[src/rtl/tcdm_split_config.svh]
`ifndef TCDM_SPLIT_CONFIG_SVH
`define TCDM_SPLIT_CONFIG_SVH

// width of the accelerator side data word in bits
`define TCDM_WIDE_DW 64

// number of memory channels the wide word is split across
`define TCDM_NB_CHAN 2

// entries in each request and response FIFO, at least 2
`define TCDM_FIFO_DEPTH 4

// byte address width on both sides
`define TCDM_AW 32

// each channel carries one equal slice of the wide word
`define TCDM_NARROW_DW (`TCDM_WIDE_DW / `TCDM_NB_CHAN)

`endif
[src/rtl/split_state_pkg.sv]
`default_nettype none

// states of the two lockstep machines in the splitter
package split_state_pkg;

  // NO_GNT means some slices of the pending request are already queued
  typedef enum logic {
    GNT,
    NO_GNT
  } gnt_state_t;

  // NO_RVALID means some response heads arrived and the rest are awaited
  typedef enum logic {
    RVALID,
    NO_RVALID
  } rvalid_state_t;

endpackage

`default_nettype wire

[src/rtl/tcdm_bus_pkg.sv]
`default_nettype none

`include "tcdm_split_config.svh"

// request and response payloads on the wide port and on the channels
package tcdm_bus_pkg;

  // wide request as issued by the accelerator
  typedef struct packed {
    logic [`TCDM_AW-1:0]        add;  // byte address of the first channel word
    logic                       wen;  // high for a read, low for a write
    logic [`TCDM_WIDE_DW/8-1:0] be;   // one enable per byte of data
    logic [`TCDM_WIDE_DW-1:0]   data; // write data, ignored on reads
  } wide_req_t;

  // merged wide response
  typedef struct packed {
    logic [`TCDM_WIDE_DW-1:0] r_data; // channel 0 sits in the low bits
  } wide_rsp_t;

  // one channel slice of a wide request
  typedef struct packed {
    logic [`TCDM_AW-1:0]          add;  // wide address plus the channel byte offset
    logic                         wen;
    logic [`TCDM_NARROW_DW/8-1:0] be;
    logic [`TCDM_NARROW_DW-1:0]   data;
  } narrow_req_t;

  // one channel response word
  typedef struct packed {
    logic [`TCDM_NARROW_DW-1:0] r_data; // dummy word on writes
  } narrow_rsp_t;

endpackage

`default_nettype wire

[src/rtl/tcdm_split_top.sv]
`timescale 1ns/1ps
`default_nettype none

`include "tcdm_split_config.svh"

// splitter with one array entry per memory channel on its ports
module tcdm_split_top #(
  parameter int unsigned NB_CHAN    = `TCDM_NB_CHAN,
  parameter int unsigned FIFO_DEPTH = `TCDM_FIFO_DEPTH
) (
  input  wire logic                      clk_i,
  input  wire logic                      rst_ni,
  input  wire logic                      clear_i,
  input  wire logic                      req_i,
  input  wire tcdm_bus_pkg::wide_req_t   wide_req_i,
  output logic                           gnt_o,
  output logic                           r_valid_o,
  output tcdm_bus_pkg::wide_rsp_t        wide_rsp_o,
  input  wire logic                      r_ready_i,
  output logic                           chan_req_o      [NB_CHAN],
  output tcdm_bus_pkg::narrow_req_t      chan_req_o_data [NB_CHAN],
  input  wire logic                      chan_gnt_i      [NB_CHAN],
  input  wire logic                      chan_r_valid_i  [NB_CHAN],
  input  wire tcdm_bus_pkg::narrow_rsp_t chan_rsp_i      [NB_CHAN],
  output logic                           chan_r_ready_o  [NB_CHAN]
);

  import tcdm_bus_pkg::*;

  logic [NB_CHAN-1:0]        req_vec;
  narrow_req_t [NB_CHAN-1:0] req_data_vec;
  logic [NB_CHAN-1:0]        gnt_vec;
  logic [NB_CHAN-1:0]        r_valid_vec;
  narrow_rsp_t [NB_CHAN-1:0] rsp_vec;
  logic [NB_CHAN-1:0]        r_ready_vec;

  // unpacked channel ports to and from the packed splitter vectors
  always_comb begin
    for (int c = 0; c < NB_CHAN; c++) begin
      chan_req_o[c]      = req_vec[c];
      chan_req_o_data[c] = req_data_vec[c];
      chan_r_ready_o[c]  = r_ready_vec[c];
      gnt_vec[c]         = chan_gnt_i[c];
      r_valid_vec[c]     = chan_r_valid_i[c];
      rsp_vec[c]         = chan_rsp_i[c];
    end
  end

  tcdm_split #(
    .NB_CHAN    ( NB_CHAN    ),
    .FIFO_DEPTH ( FIFO_DEPTH )
  ) i_split (
    .clk_i           ( clk_i        ),
    .rst_ni          ( rst_ni       ),
    .clear_i         ( clear_i      ),
    .req_i           ( req_i        ),
    .wide_req_i      ( wide_req_i   ),
    .gnt_o           ( gnt_o        ),
    .r_valid_o       ( r_valid_o    ),
    .wide_rsp_o      ( wide_rsp_o   ),
    .r_ready_i       ( r_ready_i    ),
    .chan_req_o      ( req_vec      ),
    .chan_req_data_o ( req_data_vec ),
    .chan_gnt_i      ( gnt_vec      ),
    .chan_r_valid_i  ( r_valid_vec  ),
    .chan_rsp_i      ( rsp_vec      ),
    .chan_r_ready_o  ( r_ready_vec  )
  );

endmodule

`default_nettype wire

[src/rtl/tcdm_split.sv]
`timescale 1ns/1ps
`default_nettype none

`include "tcdm_split_config.svh"

// splits wide accesses into one word per channel and merges the answers back
module tcdm_split #(
  parameter int unsigned NB_CHAN    = `TCDM_NB_CHAN,
  parameter int unsigned FIFO_DEPTH = `TCDM_FIFO_DEPTH
) (
  input  wire logic                                    clk_i,
  input  wire logic                                    rst_ni,
  input  wire logic                                    clear_i,
  input  wire logic                                    req_i,
  input  wire tcdm_bus_pkg::wide_req_t                 wide_req_i,
  output logic                                         gnt_o,
  output logic                                         r_valid_o,
  output tcdm_bus_pkg::wide_rsp_t                      wide_rsp_o,
  input  wire logic                                    r_ready_i,
  output logic [NB_CHAN-1:0]                           chan_req_o,
  output tcdm_bus_pkg::narrow_req_t [NB_CHAN-1:0]      chan_req_data_o,
  input  wire logic [NB_CHAN-1:0]                      chan_gnt_i,
  input  wire logic [NB_CHAN-1:0]                      chan_r_valid_i,
  input  wire tcdm_bus_pkg::narrow_rsp_t [NB_CHAN-1:0] chan_rsp_i,
  output logic [NB_CHAN-1:0]                           chan_r_ready_o
);

  import tcdm_bus_pkg::*;
  import split_state_pkg::*;

  localparam int unsigned AW  = `TCDM_AW;
  localparam int unsigned NDW = `TCDM_NARROW_DW;
  localparam int unsigned NBW = NDW / 8; // bytes per channel word

  narrow_req_t [NB_CHAN-1:0] slice_req;
  narrow_rsp_t [NB_CHAN-1:0] rsp_head;
  logic [NB_CHAN-1:0]        buf_want;   // slices still to be queued this cycle
  logic [NB_CHAN-1:0]        buf_push;
  logic [NB_CHAN-1:0]        buf_gnt;
  logic [NB_CHAN-1:0]        gnt_held;   // slices queued in earlier cycles
  logic [NB_CHAN-1:0]        gnt_mask_d;
  logic [NB_CHAN-1:0]        gnt_mask_q;
  logic [NB_CHAN-1:0]        rsp_valid;
  logic [NB_CHAN-1:0]        rsp_held;   // heads that arrived while waiting
  logic [NB_CHAN-1:0]        rsp_mask_d;
  logic [NB_CHAN-1:0]        rsp_mask_q;
  logic                      rsp_pop;
  gnt_state_t                cs_gnt;
  gnt_state_t                ns_gnt;
  rvalid_state_t             cs_rvalid;
  rvalid_state_t             ns_rvalid;

  // channel c gets the word at add + c*NBW and slice c of be and data
  always_comb begin
    for (int c = 0; c < NB_CHAN; c++) begin
      slice_req[c].add  = wide_req_i.add + AW'(c * NBW);
      slice_req[c].wen  = wide_req_i.wen;
      slice_req[c].be   = wide_req_i.be[c*NBW +: NBW];
      slice_req[c].data = wide_req_i.data[c*NDW +: NDW];
    end
  end

  // a slice that already sits in its FIFO is not queued a second time
  assign gnt_held = (cs_gnt == NO_GNT) ? gnt_mask_q : '0;
  assign buf_want = {NB_CHAN{req_i}} & ~gnt_held;
  assign buf_push = buf_want & buf_gnt;

  // wide grant only once every slice is either queued now or queued before
  assign gnt_o = req_i & (&(buf_gnt | gnt_held));

  assign gnt_mask_d = gnt_held | buf_push; // restarts from this cycle's pushes in GNT

  always_comb begin
    ns_gnt = cs_gnt;
    if (cs_gnt == GNT) begin
      if (req_i && !(&buf_gnt)) begin
        ns_gnt = NO_GNT; // partial grant, remember what went through
      end
    end else if (gnt_o) begin
      ns_gnt = GNT;
    end
  end

  always_ff @(posedge clk_i or negedge rst_ni) begin
    if (!rst_ni) begin
      cs_gnt     <= GNT;
      gnt_mask_q <= '0;
    end else if (clear_i) begin
      cs_gnt     <= GNT;
      gnt_mask_q <= '0;
    end else begin
      cs_gnt     <= ns_gnt;
      gnt_mask_q <= gnt_mask_d;
    end
  end

  // response heads stay put in their FIFOs until the whole word is there
  assign rsp_held   = (cs_rvalid == NO_RVALID) ? rsp_mask_q : '0;
  assign r_valid_o  = &(rsp_valid | rsp_held);
  assign rsp_pop    = r_valid_o & r_ready_i; // all channels pop together
  assign rsp_mask_d = rsp_held | rsp_valid;

  always_comb begin
    ns_rvalid = cs_rvalid;
    if (cs_rvalid == RVALID) begin
      if ((|rsp_valid) && !(&rsp_valid)) begin
        ns_rvalid = NO_RVALID; // some channels answered, the rest are late
      end
    end else if (r_valid_o) begin
      ns_rvalid = RVALID;
    end
  end

  always_ff @(posedge clk_i or negedge rst_ni) begin
    if (!rst_ni) begin
      cs_rvalid  <= RVALID;
      rsp_mask_q <= '0;
    end else if (clear_i) begin
      cs_rvalid  <= RVALID;
      rsp_mask_q <= '0;
    end else begin
      cs_rvalid  <= ns_rvalid;
      rsp_mask_q <= rsp_mask_d;
    end
  end

  // channel 0 lands in the low bits, mirroring the request slicing
  always_comb begin
    for (int c = 0; c < NB_CHAN; c++) begin
      wide_rsp_o.r_data[c*NDW +: NDW] = rsp_head[c].r_data;
    end
  end

  for (genvar c = 0; c < NB_CHAN; c++) begin : gen_chan
    tcdm_chan_buffer #(
      .DEPTH ( FIFO_DEPTH )
    ) i_buffer (
      .clk_i          ( clk_i              ),
      .rst_ni         ( rst_ni             ),
      .clear_i        ( clear_i            ),
      .push_i         ( buf_push[c]        ),
      .req_data_i     ( slice_req[c]       ),
      .gnt_o          ( buf_gnt[c]         ),
      .rsp_pop_i      ( rsp_pop            ),
      .rsp_valid_o    ( rsp_valid[c]       ),
      .rsp_data_o     ( rsp_head[c]        ),
      .mem_req_o      ( chan_req_o[c]      ),
      .mem_req_data_o ( chan_req_data_o[c] ),
      .mem_gnt_i      ( chan_gnt_i[c]      ),
      .mem_r_valid_i  ( chan_r_valid_i[c]  ),
      .mem_rsp_i      ( chan_rsp_i[c]      ),
      .mem_r_ready_o  ( chan_r_ready_o[c]  )
    );
  end

endmodule

`default_nettype wire

[src/rtl/tcdm_chan_buffer.sv]
`timescale 1ns/1ps
`default_nettype none

`include "tcdm_split_config.svh"

// decouples one memory channel from the splitter with a request and a response FIFO
module tcdm_chan_buffer #(
  parameter int unsigned DEPTH = `TCDM_FIFO_DEPTH
) (
  input  wire logic                      clk_i,
  input  wire logic                      rst_ni,
  input  wire logic                      clear_i,
  input  wire logic                      push_i,         // splitter queues a slice
  input  wire tcdm_bus_pkg::narrow_req_t req_data_i,
  output logic                           gnt_o,          // room in the request FIFO
  input  wire logic                      rsp_pop_i,
  output logic                           rsp_valid_o,
  output tcdm_bus_pkg::narrow_rsp_t      rsp_data_o,
  output logic                           mem_req_o,
  output tcdm_bus_pkg::narrow_req_t      mem_req_data_o,
  input  wire logic                      mem_gnt_i,
  input  wire logic                      mem_r_valid_i,
  input  wire tcdm_bus_pkg::narrow_rsp_t mem_rsp_i,
  output logic                           mem_r_ready_o
);

  import tcdm_bus_pkg::*;

  logic req_full;
  logic rsp_full;
  logic rsp_push;
  logic active_q; // low in the cycle after reset or clear

  // the memory sees the request FIFO head and takes it on its grant
  tcdm_fifo #(
    .payload_t ( narrow_req_t ),
    .DEPTH     ( DEPTH        )
  ) i_req_fifo (
    .clk_i   ( clk_i          ),
    .rst_ni  ( rst_ni         ),
    .clear_i ( clear_i        ),
    .push_i  ( push_i         ),
    .data_i  ( req_data_i     ),
    .full_o  ( req_full       ),
    .pop_i   ( mem_gnt_i      ),
    .valid_o ( mem_req_o      ),
    .data_o  ( mem_req_data_o )
  );

  assign gnt_o = ~req_full;

  // responses are accepted only while there is room, otherwise the memory holds them
  assign mem_r_ready_o = active_q & ~rsp_full;
  assign rsp_push      = mem_r_valid_i & mem_r_ready_o;

  tcdm_fifo #(
    .payload_t ( narrow_rsp_t ),
    .DEPTH     ( DEPTH        )
  ) i_rsp_fifo (
    .clk_i   ( clk_i       ),
    .rst_ni  ( rst_ni      ),
    .clear_i ( clear_i     ),
    .push_i  ( rsp_push    ),
    .data_i  ( mem_rsp_i   ),
    .full_o  ( rsp_full    ),
    .pop_i   ( rsp_pop_i   ),
    .valid_o ( rsp_valid_o ),
    .data_o  ( rsp_data_o  )
  );

  // the channel starts taking memory responses one cycle after reset or clear
  always_ff @(posedge clk_i or negedge rst_ni) begin
    if (!rst_ni) begin
      active_q <= 1'b0;
    end else begin
      active_q <= ~clear_i;
    end
  end

endmodule

`default_nettype wire

[src/rtl/tcdm_fifo.sv]
`timescale 1ns/1ps
`default_nettype none

// circular buffer FIFO, the payload type is set per instance
module tcdm_fifo #(
  parameter type         payload_t = logic,
  parameter int unsigned DEPTH     = 4
) (
  input  wire logic     clk_i,
  input  wire logic     rst_ni,
  input  wire logic     clear_i,
  input  wire logic     push_i,  // write strobe
  input  wire payload_t data_i,
  output logic          full_o,
  input  wire logic     pop_i,   // read strobe, ignored while empty
  output logic          valid_o, // head holds an item
  output payload_t      data_o
);

  localparam int unsigned PW = $clog2(DEPTH);

  payload_t      mem_q [DEPTH]; // storage, no reset needed
  logic [PW-1:0] wr_ptr_q;
  logic [PW-1:0] rd_ptr_q;
  logic [PW:0]   count_q;      // one extra bit so that DEPTH fits
  logic          do_push;
  logic          do_pop;

  // pointers wrap at DEPTH, which need not be a power of two
  function automatic logic [PW-1:0] ptr_next(input logic [PW-1:0] ptr);
    ptr_next = (ptr == PW'(DEPTH - 1)) ? '0 : ptr + 1'b1;
  endfunction

  assign full_o  = (count_q == (PW + 1)'(DEPTH));
  assign valid_o = (count_q != '0);
  assign data_o  = mem_q[rd_ptr_q]; // head is visible the cycle after its push

  assign do_pop  = pop_i & valid_o;
  assign do_push = push_i & (~full_o | do_pop); // a full FIFO takes a push if it pops too

  always_ff @(posedge clk_i or negedge rst_ni) begin
    if (!rst_ni) begin
      wr_ptr_q <= '0;
      rd_ptr_q <= '0;
      count_q  <= '0;
    end else if (clear_i) begin
      // drop everything queued
      wr_ptr_q <= '0;
      rd_ptr_q <= '0;
      count_q  <= '0;
    end else begin
      if (do_push) begin
        wr_ptr_q <= ptr_next(wr_ptr_q);
      end
      if (do_pop) begin
        rd_ptr_q <= ptr_next(rd_ptr_q);
      end
      case ({do_push, do_pop})
        2'b10:   count_q <= count_q + 1'b1;
        2'b01:   count_q <= count_q - 1'b1;
        default: count_q <= count_q; // both or neither keep the level
      endcase
    end
  end

  always_ff @(posedge clk_i) begin
    if (do_push) begin
      mem_q[wr_ptr_q] <= data_i;
    end
  end

endmodule

`default_nettype wire

[config.mk]
export PLATFORM = sky130hd
export DESIGN_NAME = tcdm_split_top
export DESIGN_NICKNAME = d
export VERILOG_FILES = /design/src/rtl/split_state_pkg.sv /design/src/rtl/tcdm_bus_pkg.sv /design/src/rtl/tcdm_split_top.sv /design/src/rtl/tcdm_split.sv /design/src/rtl/tcdm_chan_buffer.sv /design/src/rtl/tcdm_fifo.sv
export VERILOG_INCLUDE_DIRS = /design/src /design/src/rtl
export SDC_FILE = /design/constraint.sdc
export NUM_CORES = 1
export LEC_CHECK = 0
export BUFFER_PORTS_ARGS = -buffer_cell sky130_fd_sc_hd__buf_2
export CORE_MARGIN = 2
export CORE_UTILIZATION = 34
export CTS_CLUSTER_DIAMETER = 100
export DETAILED_ROUTE_END_ITERATION = 8
export PLACE_DENSITY_LB_ADDON = 0.3
export SLEW_MARGIN = 20
export SYNTH_ARGS = -nofsm -noshare
export SYNTH_HDL_FRONTEND = slang
export SYNTH_SLANG_ARGS = --single-unit
[constraint.sdc]
create_clock -name clk_i -period 3.1 [get_ports clk_i]
set_clock_uncertainty 0.1 [all_clocks]
set_input_delay 0.31 -clock clk_i [delete_from_list [all_inputs] [get_ports clk_i]]
set_output_delay 0.31 -clock clk_i [all_outputs]
set_load 0.05 [all_outputs]
==> results.sh <==
export IMPL_clockBufferDepth=3
export IMPL_synth_nets=1573
export IMPL_fin_nets=2198
export IMPL_cp_data_arrival_time_ns=2.46
export IMPL_dp_hpwl_um=43300
export IMPL_irDropWorstVdd_mv=0.538
export IMPL_grt_usage_pct=14.6
export IMPL_cts_root_buf="clkbuf_16"
export IMPL_die_w_um=311
export IMPL_relSlewSlack_pct=44.9
export IMPL_cts_buffers=91
export IMPL_cap_violations=0
export IMPL_post_cts_buffers=0
export IMPL_initial_core_util_pct=34.3
export IMPL_critPathTopFamily="flip-flops"
export IMPL_cts_tree="yes"
export IMPL_yosysUniqueCellTypes=50
export IMPL_power_density_nw_per_um2=807
export IMPL_top_usage_layer="met2"
export IMPL_internal_power_uw=21900
export IMPL_yosysWarnings=0
export IMPL_critPathCaptureType="primary output"
export IMPL_design_core_area_um2=93200
export IMPL_clock_fmax_mhz=349
export IMPL_drt_iter0_markers=1081
export IMPL_required_ns=2.69
export IMPL_synthArstFlopShare_pct=4.15
export IMPL_vias=16000
export IMPL_worstRegToRegCells=6
export IMPL_path_clk_slew_ns=0.06
export IMPL_hold_class="input pin to flip-flop"
export IMPL_antenna_found_initial=2
export IMPL_gp_congestion=0.718
export IMPL_rsz0062_at_grt="false"
export IMPL_synth_edf_count=808
export IMPL_min_period_over_period_pct=92.5
export IMPL_hold_depth=5
export IMPL_met3_usage_pct=3.52
export IMPL_worst_pin_slew_ns=0.827
export IMPL_crit_fanout=29
export IMPL_synth_seq_cells=843
export IMPL_cpPeakStageDelay_ns=0.61
export IMPL_routed_wirelength_um=69900
export IMPL_synth_top_flop_cell="edfxtp_1"
export IMPL_drc=0
export IMPL_vias_per_cell=4.81
export IMPL_grt_use_met2_pct=24.2
export IMPL_first_global_vias=17200
export IMPL_drtAntennaViolNets=0
export IMPL_power_leakage_uw=0.0135
export IMPL_r2r_slack_ns=0.56
export IMPL_grt_pass1_wl_um=107000
export IMPL_crit_buf_inv=2
export IMPL_finalSetupViolCount=0
export IMPL_clock_latency_ns=0.65
export IMPL_p_clk_share_pct=30.9
export IMPL_drive_above_1_share_pct=37.7
export IMPL_status="completed"
export IMPL_swShare_pct=32.4
export IMPL_cts_sinks=843
export IMPL_layout_min_cycle_time_ns=2.87
export IMPL_grt_overflow_total=0
export IMPL_switchingPower_uw=10500
export IMPL_grt_max_degree=70
export IMPL_cts_max_level=3
export IMPL_row_count=112
export IMPL_routedWlPerCell_um=21.1
export IMPL_setup_worst_path_start_class="flip-flop"
export IMPL_yosysSeqAreaShare_pct=78.7
export IMPL_die_y_um=311
export IMPL_netlist_area_um2=32000
export IMPL_dieArea_um2=96500
export IMPL_mostFrequentLayoutCell="edfxtp_1"
export IMPL_synth_cells=1371
export IMPL_crit_path_top_delay_cell="dfrtp_4"
export IMPL_dpl_worst_slack_ns=0.614
export IMPL_critPathKind="flip-flop to primary output"
export IMPL_cp_cell_sequence="buf_12 > mux4_2 > buf_2"
export IMPL_port_buffers=385
export IMPL_syn_area_per_cell_um2=23.3
export IMPL_synthToLayoutAreaGrowth_pct=25.7
export IMPL_dr_pass1_iters=5
export IMPL_final_cell_mix="edfxtp_1, buf_2, mux4_2"
export IMPL_p_comb_share_pct=26.2
export IMPL_finalMaxSlewViolations=0
export IMPL_gr_usage_met1_pct=19.2
export IMPL_io_pins=386
export IMPL_finalHoldViolCount=0
export IMPL_setup_tns_ns=0
export IMPL_power_frac_seq_pct=42.9
export IMPL_setup_ws_ns=0.234
export IMPL_hp_start="chan_gnt_i[0]"
[power by group through the flow]
stage,logic (uW),clock network (uW),registers (uW)
floorplan,6320,0,14000
detailed placement,8490,0,14200
finish,8500,10000,13900
global route,8970,10700,14000
global placement,8430,0,14100
CTS,8690,10300,13900
[tightest hold or removal path, stage by stage]
cell and delay, ns:
buf_2 0.11, o31ai_2 0.05, buf_4 0.14, a21oi_1 0.07, nor2_1 0.09
[what timing repair did]
item,CTS,global route
hold buffers,172,0
gates resized for setup,0,0
endpoints found under the hold margin,785,0
[how the worst max path moves through the flow]
| stage | start | endpoint | slack [ns] | depth (start not counted) |
|---|---|---|---|---|
| floorplan | i_split.cs_gnt$_DFF_PN0_ | flip-flop | 0.11 | 3 |
| global placement | flip-flop | flip-flop | 0.60 | 7 |
| detailed placement | flip-flop | flip-flop | 0.61 | 6 |
| CTS | flip-flop | chan_req_o_data[128] | 0.12 | 3 |
| global route | flip-flop | chan_req_o_data[128] | 0.09 | 3 |
| finish | flip-flop | chan_req_o_data[128] | 0.23 | 3 |
[kinds of logic after synthesis]
family	share of synthesized area, %
XOR/XNOR	1.05
AND/OR/NAND/NOR	2.40
buffers and inverters	1.05
AO/OA/AOI/OAI	0.885
flip-flops	78.7
adder cells (fa/ha/maj)	1.03
multiplexers	14.9
[state kept, by name (all words and copies together), names as in the netlist]
| name | flops |
|---|---|
| i_split.gnt_mask_q | 2 |
| i_split.gen_chan.i_buffer.active_q | 1 |
| i_split.gen_chan.i_buffer.i_req_fifo.count_q | 6 |
| i_split.rsp_mask_q | 2 |
| i_split.gen_chan.i_buffer.i_rsp_fifo.rd_ptr_q | 4 |
| i_split.cs_rvalid | 1 |
| i_split.gen_chan.i_buffer.i_rsp_fifo.mem_q | 256 |
| i_split.gen_chan.i_buffer.i_rsp_fifo.count_q | 6 |
| i_split.gen_chan.i_buffer.i_req_fifo.rd_ptr_q | 4 |
| i_split.gen_chan.i_buffer.i_rsp_fifo.wr_ptr_q | 4 |
| i_split.gen_chan.i_buffer.i_req_fifo.mem_q | 552 |
| i_split.cs_gnt | 1 |
| i_split.gen_chan.i_buffer.i_req_fifo.wr_ptr_q | 4 |
[per-layer routing]
metal	wire [um]	share of wire [%]
met1	30000	43
met2	34500	49
met3	4140	5.9
met4	1310	1.9
met5	13	0.019
[layout make-up]
cell class	instances	area, um2
fill	8109	53000
inverter	11	41.3
tap	1254	1570
clock buffer	117	2440
antenna	1	2.50
timing repair buffer	595	4150
sequential	843	25200
clock inverter	44	294
multi-input combinational	454	6510
[per-stage QoR]
stage	cell area, um2	power (uW)	cells	util, %	hold slack (ns)
2_1_floorplan	32000	20300	1371	-	-0.0856
3_3_place_gp	35700	22500	2985	38.3	0.351
3_5_place_dp	35700	22600	2985	38.3	0.357
4_1_cts	40200	32900	3318	43.1	0.00189
5_1_grt	40200	33700	3319	43.1	0.0738
6_report	40200	32400	3319	43.1	0.0684
[cells in the mapped netlist (all sizes together), types with 5 or more instances]
master	number	area, um2
edfxtp	808	24300
mux4	202	4550
nor2	39	151
clkbuf	35	133
dfrtp	35	876
buf	28	163
xnor2	28	283
ha	20	250
nand2	20	75.1
and3	18	113
a21oi	15	75.1
and2	14	92.6
mux2i	14	140
nand4	12	75.1
inv	11	41.3
nand3	9	50.1
mux2	7	78.8
nor2b	7	43.8
xor2	6	52.6
nor3	5	25.0
or3b	5	43.8
(Power assumes the default switching activity.)
